## config.mk

```make
export PLATFORM = sky130hd
export DESIGN_NAME = c64_loader_top
export DESIGN_NICKNAME = d
export VERILOG_FILES = /design/src/hw/c64_ldr_pkg.sv /design/src/hw/c64_loader_top.sv /design/src/hw/io_slot_arbiter.sv /design/src/hw/tap_streamer.sv /design/src/hw/prg_injector.sv
export VERILOG_INCLUDE_DIRS = /design/src /design/src/hw
export SDC_FILE = /design/constraint.sdc
export NUM_CORES = 1
export LEC_CHECK = 0
export BUFFER_PORTS_ARGS = -buffer_cell sky130_fd_sc_hd__buf_2
export CORE_MARGIN = 2
export CORE_UTILIZATION = 35
export DETAILED_ROUTE_END_ITERATION = 8
export GPL_TIMING_DRIVEN = 0
export PLACE_DENSITY = 0.48
export SLEW_MARGIN = 30
export SYNTH_ARGS = -nofsm -noshare
export SYNTH_HDL_FRONTEND = slang
export SYNTH_SLANG_ARGS = --single-unit
export TNS_END_PERCENT = 10
```

## constraint.sdc

```tcl
create_clock -name clk_sys -period 3.15 [get_ports clk_sys]
set_input_delay 0.315 -clock clk_sys [delete_from_list [all_inputs] [get_ports clk_sys]]
set_output_delay 0.315 -clock clk_sys [all_outputs]
set_load 0.1 [all_outputs]
```

## src/hw/c64_ldr_macros.svh

```systemverilog
`ifndef C64_LDR_MACROS_SVH
`define C64_LDR_MACROS_SVH

// ========================================
// Bus widths
// ========================================
`define LDR_ADDR_W      25
`define LDR_DATA_W      8

// ========================================
// Memory map
// ========================================
// Tape image region in external memory
`define LDR_TAP_BASE    25'h200000
// First address past the zero page pointer scan
`define LDR_MEMINIT_END 25'h100
// Extra reads past the last tape offset
`define LDR_TAP_GUARD   25'd2

// ========================================
// Download file indexes
// ========================================
`define LDR_IDX_PRG     8'd4
`define LDR_IDX_TAP     8'd6

`endif
```

## src/hw/c64_ldr_pkg.sv

```systemverilog
`default_nettype none

`include "c64_ldr_macros.svh"

package c64_ldr_pkg;

	// ========================================
	// Memory and download types
	// ========================================
	// Byte address into the shared external memory
	typedef logic [`LDR_ADDR_W-1:0] mem_addr_t;

	// One memory byte
	typedef logic [`LDR_DATA_W-1:0] mem_data_t;

	// File kind on the download port
	typedef logic [7:0] dl_index_t;

	// ========================================
	// Slot ownership
	// ========================================
	// Which requester holds the current I/O slot
	typedef enum logic [1:0] {
		SRC_NONE   = 2'd0,
		SRC_PRG_WR = 2'd1,
		SRC_TAP_WR = 2'd2,
		SRC_TAP_RD = 2'd3
	} io_src_t;

endpackage

`default_nettype wire

```

## src/hw/c64_loader_top.sv

```systemverilog
`timescale 1ns/1ps
`default_nettype none

module c64_loader_top (
	input  wire                           clk_sys,
	input  wire                           reset_n,
	input  wire                           dl_active_i,
	input  wire c64_ldr_pkg::dl_index_t   dl_index_i,
	input  wire                           dl_wr_i,
	input  wire c64_ldr_pkg::mem_addr_t   dl_addr_i,
	input  wire c64_ldr_pkg::mem_data_t   dl_data_i,
	input  wire                           io_cycle_i,
	input  wire c64_ldr_pkg::mem_data_t   mem_rdata_i,
	input  wire                           tape_full_i,
	input  wire                           tape_play_btn_i,
	input  wire                           tape_unload_i,
	output wire                           dl_wait_o,
	output wire                           mem_ce_o,
	output wire                           mem_we_o,
	output wire c64_ldr_pkg::mem_addr_t   mem_addr_o,
	output wire c64_ldr_pkg::mem_data_t   mem_wdata_o,
	output wire c64_ldr_pkg::mem_data_t   tape_data_o,
	output wire                           tape_wr_o,
	output wire                           tape_playing_o,
	output wire                           start_run_o
);

	import c64_ldr_pkg::*;

	logic      prg_wr_req;
	mem_addr_t prg_wr_addr;
	mem_data_t prg_wr_data;
	logic      prg_wr_gnt;
	logic      tap_wr_req;
	mem_addr_t tap_wr_addr;
	mem_data_t tap_wr_data;
	logic      tap_wr_gnt;
	logic      tap_rd_req;
	mem_addr_t tap_rd_addr;
	logic      tap_rd_gnt;
	logic      rd_valid;
	mem_data_t rd_data;

	// Hold the download source while either write is still queued
	assign dl_wait_o = prg_wr_req || tap_wr_req;

	// ========================================
	// Requesters
	// ========================================
	prg_injector u_prg_injector (
		.clk_sys     (clk_sys),
		.reset_n     (reset_n),
		.dl_active_i (dl_active_i),
		.dl_index_i  (dl_index_i),
		.dl_wr_i     (dl_wr_i),
		.dl_addr_i   (dl_addr_i),
		.dl_data_i   (dl_data_i),
		.wr_gnt_i    (prg_wr_gnt),
		.wr_req_o    (prg_wr_req),
		.wr_addr_o   (prg_wr_addr),
		.wr_data_o   (prg_wr_data),
		.start_run_o (start_run_o)
	);

	tap_streamer u_tap_streamer (
		.clk_sys         (clk_sys),
		.reset_n         (reset_n),
		.dl_active_i     (dl_active_i),
		.dl_index_i      (dl_index_i),
		.dl_wr_i         (dl_wr_i),
		.dl_addr_i       (dl_addr_i),
		.dl_data_i       (dl_data_i),
		.wr_gnt_i        (tap_wr_gnt),
		.rd_gnt_i        (tap_rd_gnt),
		.rd_valid_i      (rd_valid),
		.rd_data_i       (rd_data),
		.tape_full_i     (tape_full_i),
		.tape_play_btn_i (tape_play_btn_i),
		.tape_unload_i   (tape_unload_i),
		.wr_req_o        (tap_wr_req),
		.wr_addr_o       (tap_wr_addr),
		.wr_data_o       (tap_wr_data),
		.rd_req_o        (tap_rd_req),
		.rd_addr_o       (tap_rd_addr),
		.tape_data_o     (tape_data_o),
		.tape_wr_o       (tape_wr_o),
		.tape_playing_o  (tape_playing_o)
	);

	// ========================================
	// Shared memory slot
	// ========================================
	io_slot_arbiter u_io_slot_arbiter (
		.clk_sys       (clk_sys),
		.reset_n       (reset_n),
		.io_cycle_i    (io_cycle_i),
		.prg_wr_req_i  (prg_wr_req),
		.prg_wr_addr_i (prg_wr_addr),
		.prg_wr_data_i (prg_wr_data),
		.tap_wr_req_i  (tap_wr_req),
		.tap_wr_addr_i (tap_wr_addr),
		.tap_wr_data_i (tap_wr_data),
		.tap_rd_req_i  (tap_rd_req),
		.tap_rd_addr_i (tap_rd_addr),
		.mem_rdata_i   (mem_rdata_i),
		.prg_wr_gnt_o  (prg_wr_gnt),
		.tap_wr_gnt_o  (tap_wr_gnt),
		.tap_rd_gnt_o  (tap_rd_gnt),
		.rd_valid_o    (rd_valid),
		.rd_data_o     (rd_data),
		.mem_ce_o      (mem_ce_o),
		.mem_we_o      (mem_we_o),
		.mem_addr_o    (mem_addr_o),
		.mem_wdata_o   (mem_wdata_o)
	);

endmodule

`default_nettype wire

```

## src/hw/io_slot_arbiter.sv

```systemverilog
`timescale 1ns/1ps
`default_nettype none

module io_slot_arbiter (
	input  wire                           clk_sys,
	input  wire                           reset_n,
	input  wire                           io_cycle_i,
	input  wire                           prg_wr_req_i,
	input  wire c64_ldr_pkg::mem_addr_t   prg_wr_addr_i,
	input  wire c64_ldr_pkg::mem_data_t   prg_wr_data_i,
	input  wire                           tap_wr_req_i,
	input  wire c64_ldr_pkg::mem_addr_t   tap_wr_addr_i,
	input  wire c64_ldr_pkg::mem_data_t   tap_wr_data_i,
	input  wire                           tap_rd_req_i,
	input  wire c64_ldr_pkg::mem_addr_t   tap_rd_addr_i,
	input  wire c64_ldr_pkg::mem_data_t   mem_rdata_i,
	output logic                          prg_wr_gnt_o,
	output logic                          tap_wr_gnt_o,
	output logic                          tap_rd_gnt_o,
	output logic                          rd_valid_o,
	output c64_ldr_pkg::mem_data_t        rd_data_o,
	output logic                          mem_ce_o,
	output logic                          mem_we_o,
	output c64_ldr_pkg::mem_addr_t        mem_addr_o,
	output c64_ldr_pkg::mem_data_t        mem_wdata_o
);

	import c64_ldr_pkg::*;

	logic    io_cyc_d;
	logic    slot_open;
	logic    slot_close;
	io_src_t owner;
	io_src_t pick;

	// Slot opens on the falling edge of io_cycle and closes after two highs
	assign slot_open  = io_cyc_d && !io_cycle_i;
	assign slot_close = io_cyc_d && io_cycle_i;

	// Fixed priority with downloads first
	always_comb begin
		if (prg_wr_req_i)
			pick = SRC_PRG_WR;
		else if (tap_wr_req_i)
			pick = SRC_TAP_WR;
		else if (tap_rd_req_i)
			pick = SRC_TAP_RD;
		else
			pick = SRC_NONE;
	end

	// ========================================
	// Slot control
	// ========================================
	always_ff @(posedge clk_sys) begin
		if (!reset_n) begin
			io_cyc_d     <= 1'b0;
			owner        <= SRC_NONE;
			mem_ce_o     <= 1'b0;
			mem_we_o     <= 1'b0;
			prg_wr_gnt_o <= 1'b0;
			tap_wr_gnt_o <= 1'b0;
			tap_rd_gnt_o <= 1'b0;
			rd_valid_o   <= 1'b0;
		end else begin
			io_cyc_d     <= io_cycle_i;
			prg_wr_gnt_o <= 1'b0;
			tap_wr_gnt_o <= 1'b0;
			tap_rd_gnt_o <= 1'b0;
			rd_valid_o   <= 1'b0;

			if (slot_open) begin
				owner        <= pick;
				mem_ce_o     <= (pick != SRC_NONE);
				mem_we_o     <= (pick == SRC_PRG_WR) || (pick == SRC_TAP_WR);
				prg_wr_gnt_o <= (pick == SRC_PRG_WR);
				tap_wr_gnt_o <= (pick == SRC_TAP_WR);
				tap_rd_gnt_o <= (pick == SRC_TAP_RD);
			end

			if (slot_close) begin
				owner      <= SRC_NONE;
				mem_ce_o   <= 1'b0;
				mem_we_o   <= 1'b0;
				rd_valid_o <= (owner == SRC_TAP_RD);
			end
		end
	end

	// ========================================
	// Address, write data and read return
	// ========================================
	always_ff @(posedge clk_sys) begin
		if (slot_open) begin
			case (pick)
				SRC_PRG_WR: begin
					mem_addr_o  <= prg_wr_addr_i;
					mem_wdata_o <= prg_wr_data_i;
				end
				SRC_TAP_WR: begin
					mem_addr_o  <= tap_wr_addr_i;
					mem_wdata_o <= tap_wr_data_i;
				end
				SRC_TAP_RD: mem_addr_o <= tap_rd_addr_i;
				default: begin
				end
			endcase
		end
		// Read data is stable by the last cycle of the slot
		if (slot_close && owner == SRC_TAP_RD)
			rd_data_o <= mem_rdata_i;
	end

endmodule

`default_nettype wire

```

## src/hw/tap_streamer.sv

```systemverilog
`timescale 1ns/1ps
`default_nettype none

`include "c64_ldr_macros.svh"

module tap_streamer (
	input  wire                           clk_sys,
	input  wire                           reset_n,
	input  wire                           dl_active_i,
	input  wire c64_ldr_pkg::dl_index_t   dl_index_i,
	input  wire                           dl_wr_i,
	input  wire c64_ldr_pkg::mem_addr_t   dl_addr_i,
	input  wire c64_ldr_pkg::mem_data_t   dl_data_i,
	input  wire                           wr_gnt_i,
	input  wire                           rd_gnt_i,
	input  wire                           rd_valid_i,
	input  wire c64_ldr_pkg::mem_data_t   rd_data_i,
	input  wire                           tape_full_i,
	input  wire                           tape_play_btn_i,
	input  wire                           tape_unload_i,
	output logic                          wr_req_o,
	output c64_ldr_pkg::mem_addr_t        wr_addr_o,
	output c64_ldr_pkg::mem_data_t        wr_data_o,
	output logic                          rd_req_o,
	output c64_ldr_pkg::mem_addr_t        rd_addr_o,
	output c64_ldr_pkg::mem_data_t        tape_data_o,
	output logic                          tape_wr_o,
	output logic                          tape_playing_o
);

	import c64_ldr_pkg::*;

	logic      is_tap;
	logic      tap_dl;
	logic      tap_reset;
	logic      tap_loaded;
	logic      play_btn_d;
	logic      rd_pend;
	mem_addr_t play_addr;
	mem_addr_t last_addr;

	assign is_tap     = (dl_index_i == `LDR_IDX_TAP);
	assign tap_dl     = dl_active_i && is_tap;
	assign tap_reset  = tap_dl || tape_unload_i;
	assign tap_loaded = (play_addr < last_addr);
	assign rd_addr_o  = `LDR_TAP_BASE + play_addr;

	// ========================================
	// Download side
	// ========================================
	always_ff @(posedge clk_sys) begin
		if (!reset_n) begin
			wr_req_o <= 1'b0;
		end else begin
			if (wr_gnt_i)
				wr_req_o <= 1'b0;
			if (dl_wr_i && is_tap)
				wr_req_o <= 1'b1;
		end
	end

	always_ff @(posedge clk_sys) begin
		if (dl_wr_i && is_tap) begin
			wr_addr_o <= `LDR_TAP_BASE + dl_addr_i;
			wr_data_o <= dl_data_i;
		end
		if (rd_valid_i)
			tape_data_o <= rd_data_i;
	end

	// ========================================
	// Playback side
	// ========================================
	always_ff @(posedge clk_sys) begin
		if (!reset_n) begin
			rd_req_o       <= 1'b0;
			rd_pend        <= 1'b0;
			play_addr      <= '0;
			last_addr      <= '0;
			play_btn_d     <= 1'b0;
			tape_wr_o      <= 1'b0;
			tape_playing_o <= 1'b0;
		end else begin
			play_btn_d <= tape_play_btn_i;
			tape_wr_o  <= 1'b0;

			if (tap_reset) begin
				// One spare byte past the end for the FIFO early check
				last_addr      <= tap_dl ? dl_addr_i + `LDR_TAP_GUARD : '0;
				play_addr      <= '0;
				rd_req_o       <= 1'b0;
				rd_pend        <= 1'b0;
				tape_playing_o <= tap_dl;
			end else begin
				if (tape_play_btn_i && !play_btn_d)
					tape_playing_o <= !tape_playing_o;

				if (tape_playing_o && tap_loaded && !tape_full_i && !rd_req_o && !rd_pend)
					rd_req_o <= 1'b1;

				if (rd_gnt_i && rd_req_o) begin
					rd_req_o  <= 1'b0;
					rd_pend   <= 1'b1;
					play_addr <= play_addr + 1'b1;
				end

				// Granted read completes even if the FIFO filled meanwhile
				if (rd_valid_i && rd_pend) begin
					rd_pend   <= 1'b0;
					tape_wr_o <= 1'b1;
				end
			end
		end
	end

endmodule

`default_nettype wire

```

## src/hw/prg_injector.sv

```systemverilog
`timescale 1ns/1ps
`default_nettype none

`include "c64_ldr_macros.svh"

module prg_injector (
	input  wire                           clk_sys,
	input  wire                           reset_n,
	input  wire                           dl_active_i,
	input  wire c64_ldr_pkg::dl_index_t   dl_index_i,
	input  wire                           dl_wr_i,
	input  wire c64_ldr_pkg::mem_addr_t   dl_addr_i,
	input  wire c64_ldr_pkg::mem_data_t   dl_data_i,
	input  wire                           wr_gnt_i,
	output logic                          wr_req_o,
	output c64_ldr_pkg::mem_addr_t        wr_addr_o,
	output c64_ldr_pkg::mem_data_t        wr_data_o,
	output logic                          start_run_o
);

	import c64_ldr_pkg::*;

	logic        is_prg;
	logic        prg_dl;
	logic        meminit;
	logic [15:0] end_addr;
	logic        scan_hit;
	mem_data_t   scan_data;

	assign is_prg = (dl_index_i == `LDR_IDX_PRG);

	// ========================================
	// BASIC pointer table
	// ========================================
	// Values a BASIC LOAD leaves in zero page
	always_comb begin
		scan_hit  = 1'b1;
		scan_data = '0;
		case (wr_addr_o[7:0])
			// TXT start is the same as after reset
			8'h2B: scan_data = 8'h01;
			8'h2C: scan_data = 8'h08;
			// SAVE start is untouched by LOAD
			8'hAC, 8'hAD: scan_data = 8'h00;
			// VAR, ARY, STR and LOAD end all point past the program
			8'h2D, 8'h2F, 8'h31, 8'hAE: scan_data = end_addr[7:0];
			8'h2E, 8'h30, 8'h32, 8'hAF: scan_data = end_addr[15:8];
			default: scan_hit = 1'b0;
		endcase
	end

	// ========================================
	// Header parse, data writes, meminit scan
	// ========================================
	always_ff @(posedge clk_sys) begin
		if (!reset_n) begin
			wr_req_o    <= 1'b0;
			prg_dl      <= 1'b0;
			meminit     <= 1'b0;
			start_run_o <= 1'b0;
		end else begin
			start_run_o <= 1'b0;

			if (dl_active_i && is_prg)
				prg_dl <= 1'b1;

			// Slot taken so move on to the next byte
			if (wr_gnt_i) begin
				wr_req_o  <= 1'b0;
				wr_addr_o <= wr_addr_o + 1'b1;
			end

			if (dl_wr_i && is_prg) begin
				if (dl_addr_i == '0) begin
					// Load address low byte
					wr_addr_o     <= mem_addr_t'(dl_data_i);
					end_addr[7:0] <= dl_data_i;
				end else if (dl_addr_i == 25'd1) begin
					// Load address high byte
					wr_addr_o[15:8] <= dl_data_i;
					end_addr[15:8]  <= dl_data_i;
				end else begin
					wr_req_o  <= 1'b1;
					wr_data_o <= dl_data_i;
					end_addr  <= end_addr + 16'd1;
				end
			end

			// Download over and last byte stored
			if (prg_dl && !dl_active_i && !meminit && !wr_req_o) begin
				prg_dl    <= 1'b0;
				meminit   <= 1'b1;
				wr_addr_o <= '0;
			end

			if (meminit && !wr_req_o) begin
				if (wr_addr_o == `LDR_MEMINIT_END) begin
					meminit     <= 1'b0;
					start_run_o <= 1'b1;
				end else if (scan_hit) begin
					wr_req_o  <= 1'b1;
					wr_data_o <= scan_data;
				end else begin
					wr_addr_o <= wr_addr_o + 1'b1;
				end
			end
		end
	end

endmodule

`default_nettype wire

```

# Word-level counts from Yosys, hierarchy flattened
# Index checks and enable logic that the tools add are counted.
dict set report op_classes {
  n_addsub 6
  n_lt_le_gt_ge 1
  n_eq_ne 21
  mux 43
  bitwise 2
  n_reduce_logical 51
}
# operator n
set ops {}
lappend ops {{$mux W25} 7}
lappend ops {{$mux W8} 12}
lappend ops {{$pmux W25 S3} 1}
lappend ops {{$eq A8 B6 Y1 const B} 8}
lappend ops {{$add A22 B25 Y25 const A} 2}
lappend ops {{$add A25 B1 Y25 const B} 2}
lappend ops {{$eq A8 B8 Y1 const B} 4}
lappend ops {{$pmux W8 S4} 1}
lappend ops {{$add A25 B2 Y25 const B} 1}
lappend ops {{$eq A25 B1 Y1 const B} 1}
lappend ops {{$eq A25 B9 Y1 const B} 1}
lappend ops {{$logic_not A25 Y1} 1}
lappend ops {{$lt A25 B25 Y1} 1}
lappend ops {{$logic_and A1 B1 Y1} 18}
lappend ops {{$mux W1} 17}
lappend ops {{$add A16 B1 Y16 const B} 1}
lappend ops {{$eq A8 B3 Y1 const B} 2}
lappend ops {{$pmux W8 S2} 1}
lappend ops {{$reduce_or A12 Y1} 1}
lappend ops {{$reduce_and A2 Y1} 5}
lappend ops {{$logic_not A1 Y1} 9}
lappend ops {{$mux W9} 1}
lappend ops {{$reduce_bool A2 Y1} 4}
lappend ops {{$reduce_or A4 Y1} 2}
lappend ops {{10 further kinds} 21}
dict set report word_totals {
  register_bits 200
  output_inout_bits 47
  elab_cells 154
}

# Longest topological paths before layout
# Gate-level depths: netlist of the first run.
dict set report logic_depth {
  ltp_word 9
  ltp_mapped 9
}

# Cells and area by module
# From an unflattened synthesis of the first run, not the netlist that was laid out.
dict set report hier_totals {
  cells_unflattened 996
  hier_area_um2 10532.6
}
# module n_inst cells_per_inst area_per_inst_um2 seq_area_each_um2
set modules_own_cells {}
lappend modules_own_cells {tap_streamer 1 433 4535.6 2352.3}
lappend modules_own_cells {prg_injector 1 386 3781.1 1551.5}
lappend modules_own_cells {io_slot_arbiter 1 176 2209.6 1411.4}
lappend modules_own_cells {c64_loader_top 1 1 6.3 0.0}

# Worst setup path after synthesis of the first run
# No wires, ideal clock.
dict set report synth_path {
  kind {reg2reg}
  from {register u_tap_streamer.rd_req_o}
  to {register u_io_slot_arbiter.mem_addr_o[0] (enable)}
  arrival_ns 2.032
  t_required_ns 2.743
  slack_ns 0.712
  path_stages_with_launch 5
  synth_period_minus_slack_ns 2.438
  path_cell_list {dfxtp_1 -> clkbuf_1 -> o21ai_0 -> ha_1 -> nor2_1}
}
dict set report synth_between {
  elab_chain_cells 6
}
# element line_no
set synth_rtl {}
lappend synth_rtl {{start: declaration} tap_streamer.sv:24} ;# output logic rd_req_o,
lappend synth_rtl {{start signal: assignment} tap_streamer.sv:76} ;# rd_req_o <= 1'b0;
lappend synth_rtl {{start signal: assignment} tap_streamer.sv:91} ;# rd_req_o <= 1'b0;
lappend synth_rtl {{start signal: assignment} tap_streamer.sv:99} ;# rd_req_o <= 1'b1;
lappend synth_rtl {{$mux W2 *} io_slot_arbiter.sv:46} ;# else if (tap_rd_req_i)
lappend synth_rtl {{$mux W2 *} io_slot_arbiter.sv:44} ;# else if (tap_wr_req_i)
lappend synth_rtl {{$mux W2 *} io_slot_arbiter.sv:42} ;# if (prg_wr_req_i)
lappend synth_rtl {{$eq A2 B2 Y1 / $eq A2 B1 Y1 (equally long branches)} io_slot_arbiter.sv:95} ;# case (pick)
lappend synth_rtl {{$reduce_bool A3 Y1 (no line) *} -}
lappend synth_rtl {{$reduce_and A2 Y1 (no line) *} -}
lappend synth_rtl {{end signal: assignment} io_slot_arbiter.sv:97} ;# mem_addr_o <= prg_wr_addr_i;
lappend synth_rtl {{end signal: assignment} io_slot_arbiter.sv:101} ;# mem_addr_o <= tap_wr_addr_i;
lappend synth_rtl {{end signal: assignment} io_slot_arbiter.sv:104} ;# SRC_TAP_RD: mem_addr_o <= tap_rd_addr_i;
lappend synth_rtl {{end: declaration} io_slot_arbiter.sv:24} ;# output c64_ldr_pkg::mem_addr_t mem_addr_o,
# Every way passes the cells marked *; elsewhere a longest branch is shown, timed or not.
# A chain may end at the register's enable or synchronous reset.

# Worst setup path in the final report of the first run
dict set report layout_path {
  from {register u_prg_injector.wr_addr_o[0]}
  to {register u_prg_injector.wr_addr_o[15], data pin}
}
dict set report layout_between {
  elab_chain_cells 9
}
# element line_no
set layout_rtl {}
lappend layout_rtl {{start: declaration} prg_injector.sv:16} ;# output c64_ldr_pkg::mem_addr_t wr_addr_o,
lappend layout_rtl {{start signal: assignment} prg_injector.sv:70} ;# wr_addr_o <= wr_addr_o + 1'b1;
lappend layout_rtl {{start signal: assignment} prg_injector.sv:76} ;# wr_addr_o <= mem_addr_t'(dl_data_i);
lappend layout_rtl {{start signal: assignment} prg_injector.sv:104} ;# wr_addr_o <= wr_addr_o + 1'b1;
lappend layout_rtl {{$add A25 B1 Y25} {prg_injector.sv:70, prg_injector.sv:104}}
lappend layout_rtl {{$mux W25} prg_injector.sv:68} ;# if (wr_gnt_i) begin
lappend layout_rtl {{$mux W8} prg_injector.sv:78} ;# end else if (dl_addr_i == 25'd1) begin
lappend layout_rtl {{$mux W8} prg_injector.sv:74} ;# if (dl_addr_i == '0) begin
lappend layout_rtl {{$mux W25} prg_injector.sv:73} ;# if (dl_wr_i && is_prg) begin
lappend layout_rtl {{$mux W25} prg_injector.sv:90} ;# if (prg_dl && !dl_active_i && !meminit && !wr_req_o) begin
lappend layout_rtl {{$mux W25} prg_injector.sv:100} ;# end else if (scan_hit) begin
lappend layout_rtl {{$mux W25} prg_injector.sv:97} ;# if (wr_addr_o == `LDR_MEMINIT_END) begin
lappend layout_rtl {{$mux W25 *} prg_injector.sv:96} ;# if (meminit && !wr_req_o) begin
# Marked as above.

==> implementation parameters, run 1 <==
Parameter                              Value

Outcome
  Run status ... finished, final reports clean

Logic synthesis
  Register bit count reported by yosys ... 200
  Fraction of the yosys area taken by sequential cells ... 51.1%
  Basic-gate share of the synthesized area counting and, or, nand and nor cells ... 18.5%
  Portion of netlist area occupied by mux cells ... 2.88%
  Number of cells produced by synthesis ... 995
  Netlist cell types ... 82
  Total number of yosys warnings ... 0
  Commonest register cell after synthesis ... sky130_fd_sc_hd__edfxtp_1
  Xor/xnor cell area share of the yosys netlist ... 6.15%
  Synth Net Count ... roughly 1100
  Fraction of registers with async set or reset after synthesis ... 0%
  Post-synthesis area per instance ... 10.4 sq um
  Compound-cell area share of the yosys netlist ... 13.2%
  Adder and majority gate portion of the synthesized area ... 4.57%
  Count of flip-flops with a built-in enable after synthesis ... 131
  Mapped cell area ... 10400 sq um
  Main combinational cell family by area after synthesis ... simple AND/OR/NAND/NOR gates

Layout
  Post-route cell area ... approximately 12000 sq um
  Total inserted antenna cells ... 0
  Fraction of final layout cells with drive strength greater than 1 ... 17.6%
  Layout area overhead ... 16.3%
  Nets ... ~1200
  Commonest cells after routing, fill and taps aside ... 131 x sky130_fd_sc_hd__edfxtp_1, 109 x sky130_fd_sc_hd__buf_2, 105 x sky130_fd_sc_hd__nand2_1
  Leading cell type in the layout, fill and taps excluded ... sky130_fd_sc_hd__edfxtp_1

Drt
  Number of design rule violations left after detail routing ... 0
  Violation count after the first detailed-route iteration ... 645
  Avg WL per Cell ... approximately 20 microns
  Total routed wirelength ... ~30 mm
  Total iterations of the first detailed-routing run ... 6
  Via count normalized by instance count ... 5.28
  Antenna violation net count after detailed routing ... 0
  Vias ... 8030

Job
  # Max-Cap Violations ... 0

Placement
  Placed cell areas ... 11500 sq um
  Routability congestion estimate from global placement ... ~0.86
  DP HPWL ... approximately 23 mm
  Worst slack, placed ... -116 ps
  Total of buffers placed on input and output ports ... 103

Power
  Largest voltage drop on the vdd net ... between 0.0003 and 0.0004 V
  Cell area power density ... around 440 nW/um^2
  Leakage dissipation ... 4.37 nW

Timing
  Final setup vio count ... 0
  Hold violation total from the final report ... 0
  Maximum clock frequency ... 0.333 GHz
  Fin crit share ... 95.4%
  Skew final ... about 15 ps
  Final max-slew violation count ... 0
  Fin crit period ... approximately 3000 ps
  Worst-case headroom to the max-slew limit ... 44.7%
  Final WS setup ... approximately 140 ps
  Actual slew at the worst max-slew pin ... 824 ps

GRT
  Global-route wire length before repair ... 47.2 mm
  Final global-route overflow total ... 0
  Pin count of the biggest net entering global routing ... 40
  Antenna violations before repair ... 0
  Number of global-route vias before repair ... 7737
  Overall routing resource usage ... about a fifth

Clock tree
  Maximum clock path buffer count ... 2
  Clock-pin slew reported for the worst setup and hold paths after clock tree synthesis ... around 90 ps
  CTS Sinks ... 200
  Skew-Pair Late Insertion Delay ... 450 ps
  Total number of H-tree levels ... 4
  Buffer type at the clock tree root ... sky130_fd_sc_hd__clkbuf_16
  Number of CTS-inserted buffers ... 17
  CTS tree ... yes

Critical path
  Type of element capturing the critical path ... register
  Worst EP arrival ... around 3200 ps
  Worst reg2reg path endpoint ... u_prg_injector.wr_addr_o[15]$_DFFE_PP_
  Worst Reg-to-Reg Cells ... 9
  Required time of the worst setup path ... 3330 ps
  Reg2reg setup slack ... between 100 and 150 ps
  Maximum net fanout on the critical path ... 10
  Critical register-to-register path startpoint ... u_prg_injector.wr_addr_o[0]$_DFFE_PP_
  Class of the most critical setup path ... reg2reg
  Worst Setup Start Kind ... register

Floorplan
  Core Rows ... 63
  Boundary Pins ... between 100 and 150
  Die Height ... 176 microns
  Area of the placeable core ... 29400 sq um
  Die area ... 31100 sq um
  Horizontal extent of the die ... 176 microns
  Initial cell density of the core ... a little over a third

Hold path
  Hold Path Stages ... 1
  Hold Path Origin ... mem_rdata_i[0]
  Hold crit path type ... in2reg
  End point of the worst hold path ... u_io_slot_arbiter.rd_data_o[0]$_DFFE_PP_
-- worst max-delay path, cell delays in order (launching register included) --
cell and delay, ps:
sky130_fd_sc_hd__edfxtp_1 570, sky130_fd_sc_hd__inv_1 150, sky130_fd_sc_hd__ha_1 210, sky130_fd_sc_hd__nor3b_4 300, sky130_fd_sc_hd__nand4_1 210, sky130_fd_sc_hd__o211a_2 390, sky130_fd_sc_hd__a31oi_4 360, sky130_fd_sc_hd__clkbuf_4 320
sky130_fd_sc_hd__o21ai_1 110, sky130_fd_sc_hd__o2bb2ai_1 120
-- cells in the mapped netlist, types with 9 or more instances --
cell | instances | area share (%)
sky130_fd_sc_hd__edfxtp_1 | 131 | 38
sky130_fd_sc_hd__nand2_1 | 105 | 3.8
sky130_fd_sc_hd__nor2_1 | 70 | 2.5
sky130_fd_sc_hd__dfxtp_1 | 69 | 13
sky130_fd_sc_hd__inv_1 | 47 | 1.7
sky130_fd_sc_hd__nand3_1 | 43 | 2.1
sky130_fd_sc_hd__ha_1 | 38 | 4.6
sky130_fd_sc_hd__xnor2_1 | 38 | 3.2
sky130_fd_sc_hd__o22ai_1 | 37 | 2.2
sky130_fd_sc_hd__xor2_1 | 35 | 2.9
sky130_fd_sc_hd__a21oi_1 | 30 | 1.4
sky130_fd_sc_hd__a22oi_1 | 30 | 2.2
sky130_fd_sc_hd__o21ai_0 | 30 | 1.4
sky130_fd_sc_hd__and3_1 | 26 | 1.6
sky130_fd_sc_hd__clkbuf_1 | 26 | 0.94
sky130_fd_sc_hd__nand4_1 | 18 | 1.1
sky130_fd_sc_hd__nor3_1 | 17 | 0.82
sky130_fd_sc_hd__nor4_1 | 16 | 0.96
sky130_fd_sc_hd__mux2i_1 | 13 | 1.3
sky130_fd_sc_hd__mux2_2 | 12 | 1.3
sky130_fd_sc_hd__nor2b_1 | 12 | 0.72
sky130_fd_sc_hd__and2_1 | 11 | 0.66
sky130_fd_sc_hd__a21o_1 | 9 | 0.65
-- timing repair --
item | in CTS | in global routing
endpoints found under the setup margin | 2 | 42
pin swaps | 0 | 0
gates resized for setup | 2 | 8
setup buffers | 0 | 0
hold buffers | 0 | 0
-- power by group --
| group | switching, W | leakage (nW) | internal (W) |
|---|---|---|---|
| registers | 0.0000239 | 1.74 | 0.00281 |
| clock network | 0.00115 | 0.269 | 0.00105 |
| logic | 0.000196 | 2.36 | 0.000107 |
-- flip-flops by register name (all words and copies together), names as in the netlist, 2 cells and up --
name / cells
u_io_slot_arbiter.mem_addr_o: 25
u_io_slot_arbiter.mem_wdata_o: 8
u_tap_streamer.wr_addr_o: 25
u_tap_streamer.play_addr: 25
u_tap_streamer.tape_data_o: 8
u_tap_streamer.last_addr: 25
u_prg_injector.wr_addr_o: 25
u_prg_injector.wr_data_o: 8
u_tap_streamer.wr_data_o: 8
u_io_slot_arbiter.rd_data_o: 8
u_prg_injector.end_addr: 16
u_io_slot_arbiter.owner: 2
-- cell type report --
cell class / instances / area, sq um
clock inverter: 15 / 145
timing repair buffer: 105 / 566
buffer: 41 / 191
clock buffer: 17 / 425
tap: 390 / 488
multi-input combinational: 705 / 4780
inverter: 49 / 184
fill: 2946 / 17300
sequential: 200 / 5320
-- worst max path at each step --
| stage | startpoint | to | cells after the start | slack (ps) |
|---|---|---|---|---|
| 6_report | u_prg_injector.wr_addr_o[0]$_DFFE_PP_ | u_prg_injector.wr_addr_o[15]$_DFFE_PP_ | 9 | 140 |
| 5_1_grt | u_prg_injector.wr_addr_o[0]$_DFFE_PP_ | u_prg_injector.wr_addr_o[18]$_DFFE_PP_ | 9 | -10 |
| 4_1_cts | u_tap_streamer.rd_req_o$_SDFFE_PP0P_ | u_io_slot_arbiter.mem_wdata_o[3]$_DFFE_PP_ | 7 | 1 |
| 3_5_place_dp | dl_addr_i[1] | u_prg_injector.end_addr[13]$_DFFE_PP_ | 8 | -120 |
| 3_3_place_gp | u_tap_streamer.rd_req_o$_SDFFE_PP0P_ | u_io_slot_arbiter.mem_addr_o[1]$_DFFE_PP_ | 4 | -500 |
| 2_1_floorplan | u_tap_streamer.rd_req_o$_SDFFE_PP0P_ | u_io_slot_arbiter.mem_addr_o[0]$_DFFE_PP_ | 4 | 710 |
-- per-layer routing --
layer | global-route usage, % | routed length, microns
met3 | 2.56 | 1220
met5 | 0 | 0
met4 | 5.06 | 502
met1 | 29.6 | 15300
met2 | 31.6 | 13800
-- per-stage QoR --
| stage | power (W) | setup TNS [ps] | utilization (%) | hold WS (ps) | std cells |
|---|---|---|---|---|---|
| CTS | 0.00538 | 0 | 41.0 | 21.7 | 1522 |
| floorplan | 0.00304 | 0 | - | 400 | 995 |
| detailed placement | 0.00319 | -1190 | 39.0 | 406 | 1490 |
| global route | 0.00549 | -9.71 | 41.1 | 21.5 | 1522 |
| finish | 0.00533 | 0 | 41.1 | 38.9 | 1522 |
| global placement | 0.00319 | -13390 | 38.8 | 401 | 1488 |
-- logic make-up after synthesis --
kind of cell             count (synthesis)
AND/OR/NAND/NOR                        370
flip-flops                             200
AO/OA/AOI/OAI                          196
buffers and inverters                   90
XOR/XNOR                                73
adder cells (fa/ha/maj)                 38
multiplexers                            28
Power figures use the tool's default switching activity.
==> run 2: changes to the inputs <==
Settings changed: PLACE_DENSITY 0.48 to not set.
==> run 2 against run 1 <==
Effect of this change:
- highest routed layer is now met5
- clock skew rose by 3.6 ps
- design area rose by 0.33%
- non-clock buffer count rose by 1
- critical path type unchanged
- global-route usage fell by 1.2 points
- hold slack improved by 12 ps
- utilization rose by 0.14 points
- count of clock-buffer cells in the layout rose by 2
- critical path depth did not move
- setup slack improved by 8.3 ps
- final cell count barely moved
==> implementation parameters, run 2 (synthesized netlist as in run 1, its figures left out) <==
Parameter                              Value

Critical path
  Class of the most critical setup path ... reg2reg
  CP peak stage delay ... 600 ps (+30 ps)
  Maximum net fanout on the critical path ... 10 (unchanged)
  Worst reg2reg path endpoint ... u_prg_injector.wr_addr_o[15]$_DFFE_PP_
  Type of element capturing the critical path ... register
  Required time of the worst setup path ... 3320 ps (about the same)
  Cells traversed along the worst timing path ... inv_1 > ha_1 > nor3b_4 > nand4_1 > o211a_2 > a31oi_4 > clkbuf_4 > o21ai_1 > o2bb2ai_1
  Reg2reg setup slack ... 150 ps (about the same)
  Worst Setup Start Kind ... register
  Critical register-to-register path startpoint ... u_prg_injector.wr_addr_o[0]$_DFFE_PP_
  Worst EP arrival ... 3170 ps (-20 ps)
  Worst Reg-to-Reg Cells ... 9 (unchanged)
  Slowest stage cell, crit path ... sky130_fd_sc_hd__edfxtp_1

Hold path
  End point of the worst hold path ... u_io_slot_arbiter.rd_data_o[2]$_DFFE_PP_
  Hold Path Origin ... mem_rdata_i[2]
  Hold Path Stages ... 1 (unchanged)
  Hold crit path type ... in2reg

Outcome
  Run status ... finished, final reports clean

Timing
  Final max-slew violation count ... 0 (unchanged)
  Worst-case headroom to the max-slew limit ... 33.8% (-11 points)
  Skew final ... 18.9 ps (+3.62 ps)
  Setup repair after global routing missed its margin ... false
  Fin crit share ... 95.2% (-0.26 points)
  Hold violation total from the final report ... 0 (unchanged)
  Hold_ws ... 51.0 ps (+12.0 ps)
  Actual slew at the worst max-slew pin ... 984 ps (+161 ps)
  Final setup vio count ... 0 (unchanged)
  Maximum clock frequency ... 0.334 GHz (+0.28%)
  Fin crit period ... 3000 ps (-8.28 ps)

Floorplan
  Die Height ... 176 microns (unchanged)
  Boundary Pins ... 104 (unchanged)
  Core Rows ... 63 (unchanged)
  Die area ... 31100 sq um (unchanged)
  Area of the placeable core ... 29400 sq um (unchanged)
  Horizontal extent of the die ... 176 microns (unchanged)
  Initial cell density of the core ... 35.4% (unchanged)

Power
  Part of the power in combinational logic ... 5.5% (-0.2 points)
  Leakage dissipation ... 4.40 nW (+0.60%)
  Largest voltage drop on the vdd net ... 0.000380 V (+11%)
  Cell Int Power ... 0.00410 W (+3.4%)
  Clock power share ... 41.7% (+0.5 points)
  NetSw ... 0.00127 W (-7.0%)
  Portion of total power attributed to sequential cells ... 52.8% (-0.3 points)
  Cell area power density ... 443 nW/um^2 (+0.39%)
  Switching Share ... 23.7% (-2.0 points)

Job
  # Max-Cap Violations ... 0 (unchanged)

Clock tree
  Total number of H-tree levels ... 4 (unchanged)
  Skew-Pair Late Insertion Delay ... 440 ps (about the same)
  Buffer type at the clock tree root ... sky130_fd_sc_hd__clkbuf_16
  Number of CTS-inserted buffers ... 17 (unchanged)
  Clock-pin slew reported for the worst setup and hold paths after clock tree synthesis ... 80 ps (about the same)
  Maximum clock path buffer count ... 2 (unchanged)
  CTS tree ... yes
  CTS Sinks ... 200 (unchanged)

Layout
  FILL cells ... 2871 (-2.5%)
  Fraction of final layout cells with drive strength greater than 1 ... 17.5% (-0.10 points)
  Leading cell type in the layout, fill and taps excluded ... sky130_fd_sc_hd__edfxtp_1
  Final Util ... 41.3% (+0.14 points)
  Sequential cell area ... 5320 sq um (unchanged)
  Commonest cells after routing, fill and taps aside ... 131 x sky130_fd_sc_hd__edfxtp_1, 109 x sky130_fd_sc_hd__buf_2, 105 x sky130_fd_sc_hd__nand2_1
  Nets ... 1215 (+0.082%)
  Area of combinational cells with multiple inputs ... 4760 sq um (-0.37%)
  Total inserted antenna cells ... 0 (unchanged)
  Layout area overhead ... 16.7%

Drt
  Total routed wirelength ... 29.0 mm (-5.9%)
  Avg WL per Cell ... 19.1 microns (-6.0%)
  Violation count after the first detailed-route iteration ... 697 (+8.1%)
  Vias ... 8116 (+1.1%)
  Total iterations of the first detailed-routing run ... 5 (-1)
  Via count normalized by instance count ... 5.33 (+1.0%)
  Number of design rule violations left after detail routing ... 0 (unchanged)
  Antenna violation net count after detailed routing ... 0 (unchanged)

GRT
  Final global-route overflow total ... 0 (unchanged)
  Number of global-route vias before repair ... 7794 (+0.74%)
  Antenna violations before repair ... 1 (+1)
  Global-route wire length before repair ... 45.1 mm (-4.6%)
  Pin count of the biggest net entering global routing ... 40 (unchanged)
  Overall routing resource usage ... 19.0% (-1.2 points)

Placement
  Routability congestion estimate from global placement ... 0.909 (+5.4%)
  DP HPWL ... 21.5 mm (-4.8%)
  Total of buffers placed on input and output ports ... 103 (unchanged)
[run 2: changes by cell type in the layout (fill, tap and decap cells not counted), sizes merged]
cell / before / now
clkinv: 8 / 3
clkbuf: 46 / 48
inv: 53 / 55
buf: 117 / 118
bufinv: 0 / 1
[run 2: routing by layer]
metal / part of all wire [%] / GRT usage, %
met1: 45 / 26.5
met2: 47 / 29.9
met3: 5.2 / 2.91
met4: 2.6 / 6.75
met5: 0.024 / 0
[run 2: cell type report]
type / count / share of cell area, %
Clock inverter: 13 / 1.06
Sequential cell: 200 / 43.8
Inverter: 49 / 1.52
Buffer: 41 / 1.58
Timing Repair Buffer: 106 / 4.95
Tap cell: 390 / 4.02
Clock buffer: 19 / 3.83
Multi-Input combinational cell: 705 / 39.2
[run 2: what timing repair did]
| item | in CTS | in global routing |
|---|---|---|
| buffers inserted | 0 | 0 |
| setup endpoints to repair | 0 | 47 |
| resized for setup | 0 | 9 |
| hold buffers | 0 | 0 |
[run 2: worst max path at each step]
stage / endpoint / depth (start not counted) / slack [ps] / from
5_1_grt: u_prg_injector.wr_addr_o[15]$_DFFE_PP_ / 9 / 40 / u_prg_injector.wr_addr_o[0]$_DFFE_PP_
6_report: u_prg_injector.wr_addr_o[15]$_DFFE_PP_ / 9 / 150 / u_prg_injector.wr_addr_o[0]$_DFFE_PP_
2_1_floorplan: u_io_slot_arbiter.mem_addr_o[0]$_DFFE_PP_ / 4 / 710 / u_tap_streamer.rd_req_o$_SDFFE_PP0P_
4_1_cts: u_io_slot_arbiter.mem_wdata_o[3]$_DFFE_PP_ / 7 / 0.9 / u_tap_streamer.rd_req_o$_SDFFE_PP0P_
3_5_place_dp: u_prg_injector.end_addr[13]$_DFFE_PP_ / 8 / -20 / dl_addr_i[8]
3_3_place_gp: u_io_slot_arbiter.mem_addr_o[5]$_DFFE_PP_ / 4 / -360 / u_tap_streamer.rd_req_o$_SDFFE_PP0P_
[run 2: power by group through the flow]
stage	Clock (W)	Combinational (W)	Sequential, W
after detailed placement	0	0.000292	0.00289
after CTS	0.00228	0.000294	0.00283
final	0.00224	0.000297	0.00283
after global routing	0.00237	0.000326	0.00284
after floorplan	0	0.000151	0.00289
after global placement	0	0.000289	0.00289
[run 2: per-stage QoR]
| step | setup WS (ps) | setup TNS, ps | instance area (sq um) | total power, W | cells |
|---|---|---|---|---|---|
| 6_report | 152 | 0 | 12100 | 0.00537 | 1523 |
| 5_1_grt | 39.5 | 0 | 12100 | 0.00554 | 1523 |
| 4_1_cts | 0.932 | 0 | 12100 | 0.00541 | 1523 |
| 3_5_place_dp | -21.3 | -168 | 11500 | 0.00319 | 1491 |
| 3_3_place_gp | -360 | -9360 | 11400 | 0.00318 | 1488 |
| 2_1_floorplan | 712 | 0 | 10400 | 0.00304 | 995 |
[run 2: worst max-delay path, delay by kind of cell (launching register included)]
family	cells	cell delay (ps)
adders and majority gates	1	210
AOI/OAI and AO/OA	4	930
and+or+nand+nor	2	500
buffers and inverters	2	480
DFF	1	600
==> run 3: changes to the inputs <==
Settings changed: PLACE_DENSITY set to 0.56, SKIP_CTS_REPAIR_TIMING set to 1.
==> run 3 against run 2 <==
Effect of this change:
- clock skew shrank 8.6 ps
- final cell count is essentially flat
- power shrank 2.1%
- wire length grew 0.97%
- hold slack lost 7.7 ps
- die area is the same
==> implementation parameters, run 3 (synthesized netlist as in run 1, its figures left out) <==
Parameter                              Value

Outcome
  Run status ... finished, final reports clean

Hold path
  End point of the worst hold path ... u_io_slot_arbiter.rd_data_o[3]$_DFFE_PP_
  Hold Path Stages ... 1 (unchanged)
  Hold crit path type ... in2reg
  Hold Path Origin ... mem_rdata_i[3]

GRT
  Antenna violations before repair ... 0 (-1)
  Pin count of the biggest net entering global routing ... 40 (unchanged)
  Global-route wire length before repair ... 45.5 mm (+0.99%)
  Overall routing resource usage ... 19.4% (+0.44 points)
  GRT met1 Usage ... 26.9% (+0.43 points)
  Number of global-route vias before repair ... 7914 (+1.5%)
  Final global-route overflow total ... 0 (unchanged)
  Grt met2 use ... 30.1% (+0.25 points)
  Most used routing layer ... met2
  Met3 track utilization from global routing ... 2.93% (+0.022 points)

Clock tree
  CTS tree ... yes
  Total number of H-tree levels ... 4 (unchanged)
  Number of CTS-inserted buffers ... 17 (unchanged)
  CTS Sinks ... 200 (unchanged)
  Maximum clock path buffer count ... 2 (unchanged)
  Clock-pin slew reported for the worst setup and hold paths after clock tree synthesis ... 70 ps (about the same)
  Skew-Pair Late Insertion Delay ... 450 ps (about the same)
  Buffer type at the clock tree root ... sky130_fd_sc_hd__clkbuf_16

Timing
  Setup repair after global routing missed its margin ... true
  Maximum clock frequency ... 0.335 GHz (+0.43%)
  Hold_ws ... 43.3 ps (-7.69 ps)
  Worst-case headroom to the max-slew limit ... 47.1% (+13 points)
  Actual slew at the worst max-slew pin ... 788 ps (-197 ps)
  Fin crit share ... 94.8% (-0.41 points)
  Fin crit period ... 2990 ps (-12.9 ps)
  Hold violation total from the final report ... 0 (unchanged)
  Final setup vio count ... 0 (unchanged)
  Skew final ... 10.3 ps (-8.62 ps)
  Final max-slew violation count ... 0 (unchanged)

Critical path
  CP peak stage delay ... 620 ps (+20 ps)
  Cells traversed along the worst timing path ... ha_1 > nand3_2 > o32ai_4 > buf_1 > a22oi_1 > o22ai_1
  Worst EP arrival ... 3270 ps (+100 ps)
  Worst reg2reg path endpoint ... u_prg_injector.wr_data_o[2]$_DFFE_PP_
  Required time of the worst setup path ... 3430 ps (+110 ps)
  Maximum net fanout on the critical path ... 10 (unchanged)
  Type of element capturing the critical path ... register
  Reg2reg setup slack ... 160 ps (about the same)
  Worst Reg-to-Reg Cells ... 6 (-3)
  Worst Setup Start Kind ... register
  Critical register-to-register path startpoint ... u_prg_injector.wr_addr_o[0]$_DFFE_PP_
  Class of the most critical setup path ... reg2reg
  Slowest stage cell, crit path ... sky130_fd_sc_hd__edfxtp_1

Layout
  Sequential cell area ... 5320 sq um (unchanged)
  Commonest cells after routing, fill and taps aside ... 131 x sky130_fd_sc_hd__edfxtp_1, 109 x sky130_fd_sc_hd__buf_2, 105 x sky130_fd_sc_hd__nand2_1
  Layout area overhead ... 16.0%
  FILL cells ... 2858 (-0.45%)
  Total inserted antenna cells ... 0 (unchanged)
  Nets ... 1214 (-0.082%)
  Area of combinational cells with multiple inputs ... 4760 sq um (unchanged)
  Fraction of final layout cells with drive strength greater than 1 ... 17.3% (-0.16 points)
  Leading cell type in the layout, fill and taps excluded ... sky130_fd_sc_hd__edfxtp_1

Power
  Power after layout ... 0.00526 W (-2.1%)
  Leakage dissipation ... 4.37 nW (-0.51%)
  Largest voltage drop on the vdd net ... 0.000382 V (+0.45%)
  Cell area power density ... 436 nW/um^2 (-1.5%)

Drt
  Number of design rule violations left after detail routing ... 0 (unchanged)
  Vias ... 8137 (+0.26%)
  Avg WL per Cell ... 19.3 microns (+1.0%)
  Violation count after the first detailed-route iteration ... 634 (-9.0%)
  Antenna violation net count after detailed routing ... 0 (unchanged)
  Total iterations of the first detailed-routing run ... 5 (unchanged)
  Via count normalized by instance count ... 5.35 (+0.32%)
  Total routed wirelength ... 29.3 mm (+0.97%)

Floorplan
  Die Height ... 176 microns (unchanged)
  Initial cell density of the core ... 35.4% (unchanged)
  Die area ... 31100 sq um (unchanged)
  Horizontal extent of the die ... 176 microns (unchanged)
  Boundary Pins ... 104 (unchanged)
  Core Rows ... 63 (unchanged)
  Area of the placeable core ... 29400 sq um (unchanged)

Job
  # Max-Cap Violations ... 0 (unchanged)

Placement
  Routability congestion estimate from global placement ... 0.894 (-1.7%)
  Total of buffers placed on input and output ports ... 103 (unchanged)
  DP HPWL ... 21.7 mm (+1.0%)
## run 3: cell type report
| type | count | area share [%] |
|---|---|---|
| sequential | 200 | 44.1 |
| multi-input combinational | 705 | 39.5 |
| timing repair buffer | 105 | 4.69 |
| tap | 390 | 4.05 |
| clock buffer | 18 | 3.56 |
| buffer | 41 | 1.58 |
| inverter | 49 | 1.53 |
| clock inverter | 14 | 1.06 |
## run 3: layer usage
layer  vias up  routed length, microns
li1       3934                       -
met1      3939                   13600
met2       229                   13300
met3        35                    1560
met4         0                     817
met5         -                       0
## run 3: how the worst max path moves through the flow
stage                                               start                                         end  cells past startpoint
floorplan            u_tap_streamer.rd_req_o$_SDFFE_PP0P_   u_io_slot_arbiter.mem_addr_o[0]$_DFFE_PP_                      4
global placement     u_tap_streamer.rd_req_o$_SDFFE_PP0P_  u_io_slot_arbiter.mem_addr_o[11]$_DFFE_PP_                      4
detailed placement                          dl_addr_i[20]       u_prg_injector.end_addr[13]$_DFFE_PP_                      8
CTS                  u_tap_streamer.rd_req_o$_SDFFE_PP0P_  u_io_slot_arbiter.mem_wdata_o[3]$_DFFE_PP_                      7
global route         u_tap_streamer.rd_req_o$_SDFFE_PP0P_  u_io_slot_arbiter.mem_addr_o[13]$_DFFE_PP_                      9
finish              u_prg_injector.wr_addr_o[0]$_DFFE_PP_       u_prg_injector.wr_data_o[2]$_DFFE_PP_                      6
## run 3: where the power goes
part | switching (W) | leakage (nW) | internal [W]
logic | 0.000195 | 2.35 | 0.000107
clock network | 0.00107 | 0.280 | 0.00105
registers | 0.0000245 | 1.74 | 0.00281
total | 0.00129 | 4.37 | 0.00397
## run 3: per-stage QoR
step | setup WS [ps] | utilization (%) | setup TNS [ps] | instances | cell area (sq um)
6_report | 165 | 41.0 | 0 | 1522 | 12100
5_1_grt | -4.76 | 41.0 | -8.02 | 1522 | 12100
4_1_cts | 24.7 | 40.9 | 0 | 1522 | 12000
3_5_place_dp | -95.0 | 39.0 | -1310 | 1490 | 11500
3_3_place_gp | -426 | 38.8 | -11450 | 1488 | 11400
2_1_floorplan | 712 | - | 0 | 995 | 10400
## run 3: worst max-delay path, delay by kind of cell, from the launching register on
family / cells / cell delay [ps]
AOI/OAI and AO/OA: 3 / 1080
adders and majority gates: 1 / 400
buffers and inverters: 1 / 500
DFF: 1 / 620
and+or+nand+nor: 1 / 210
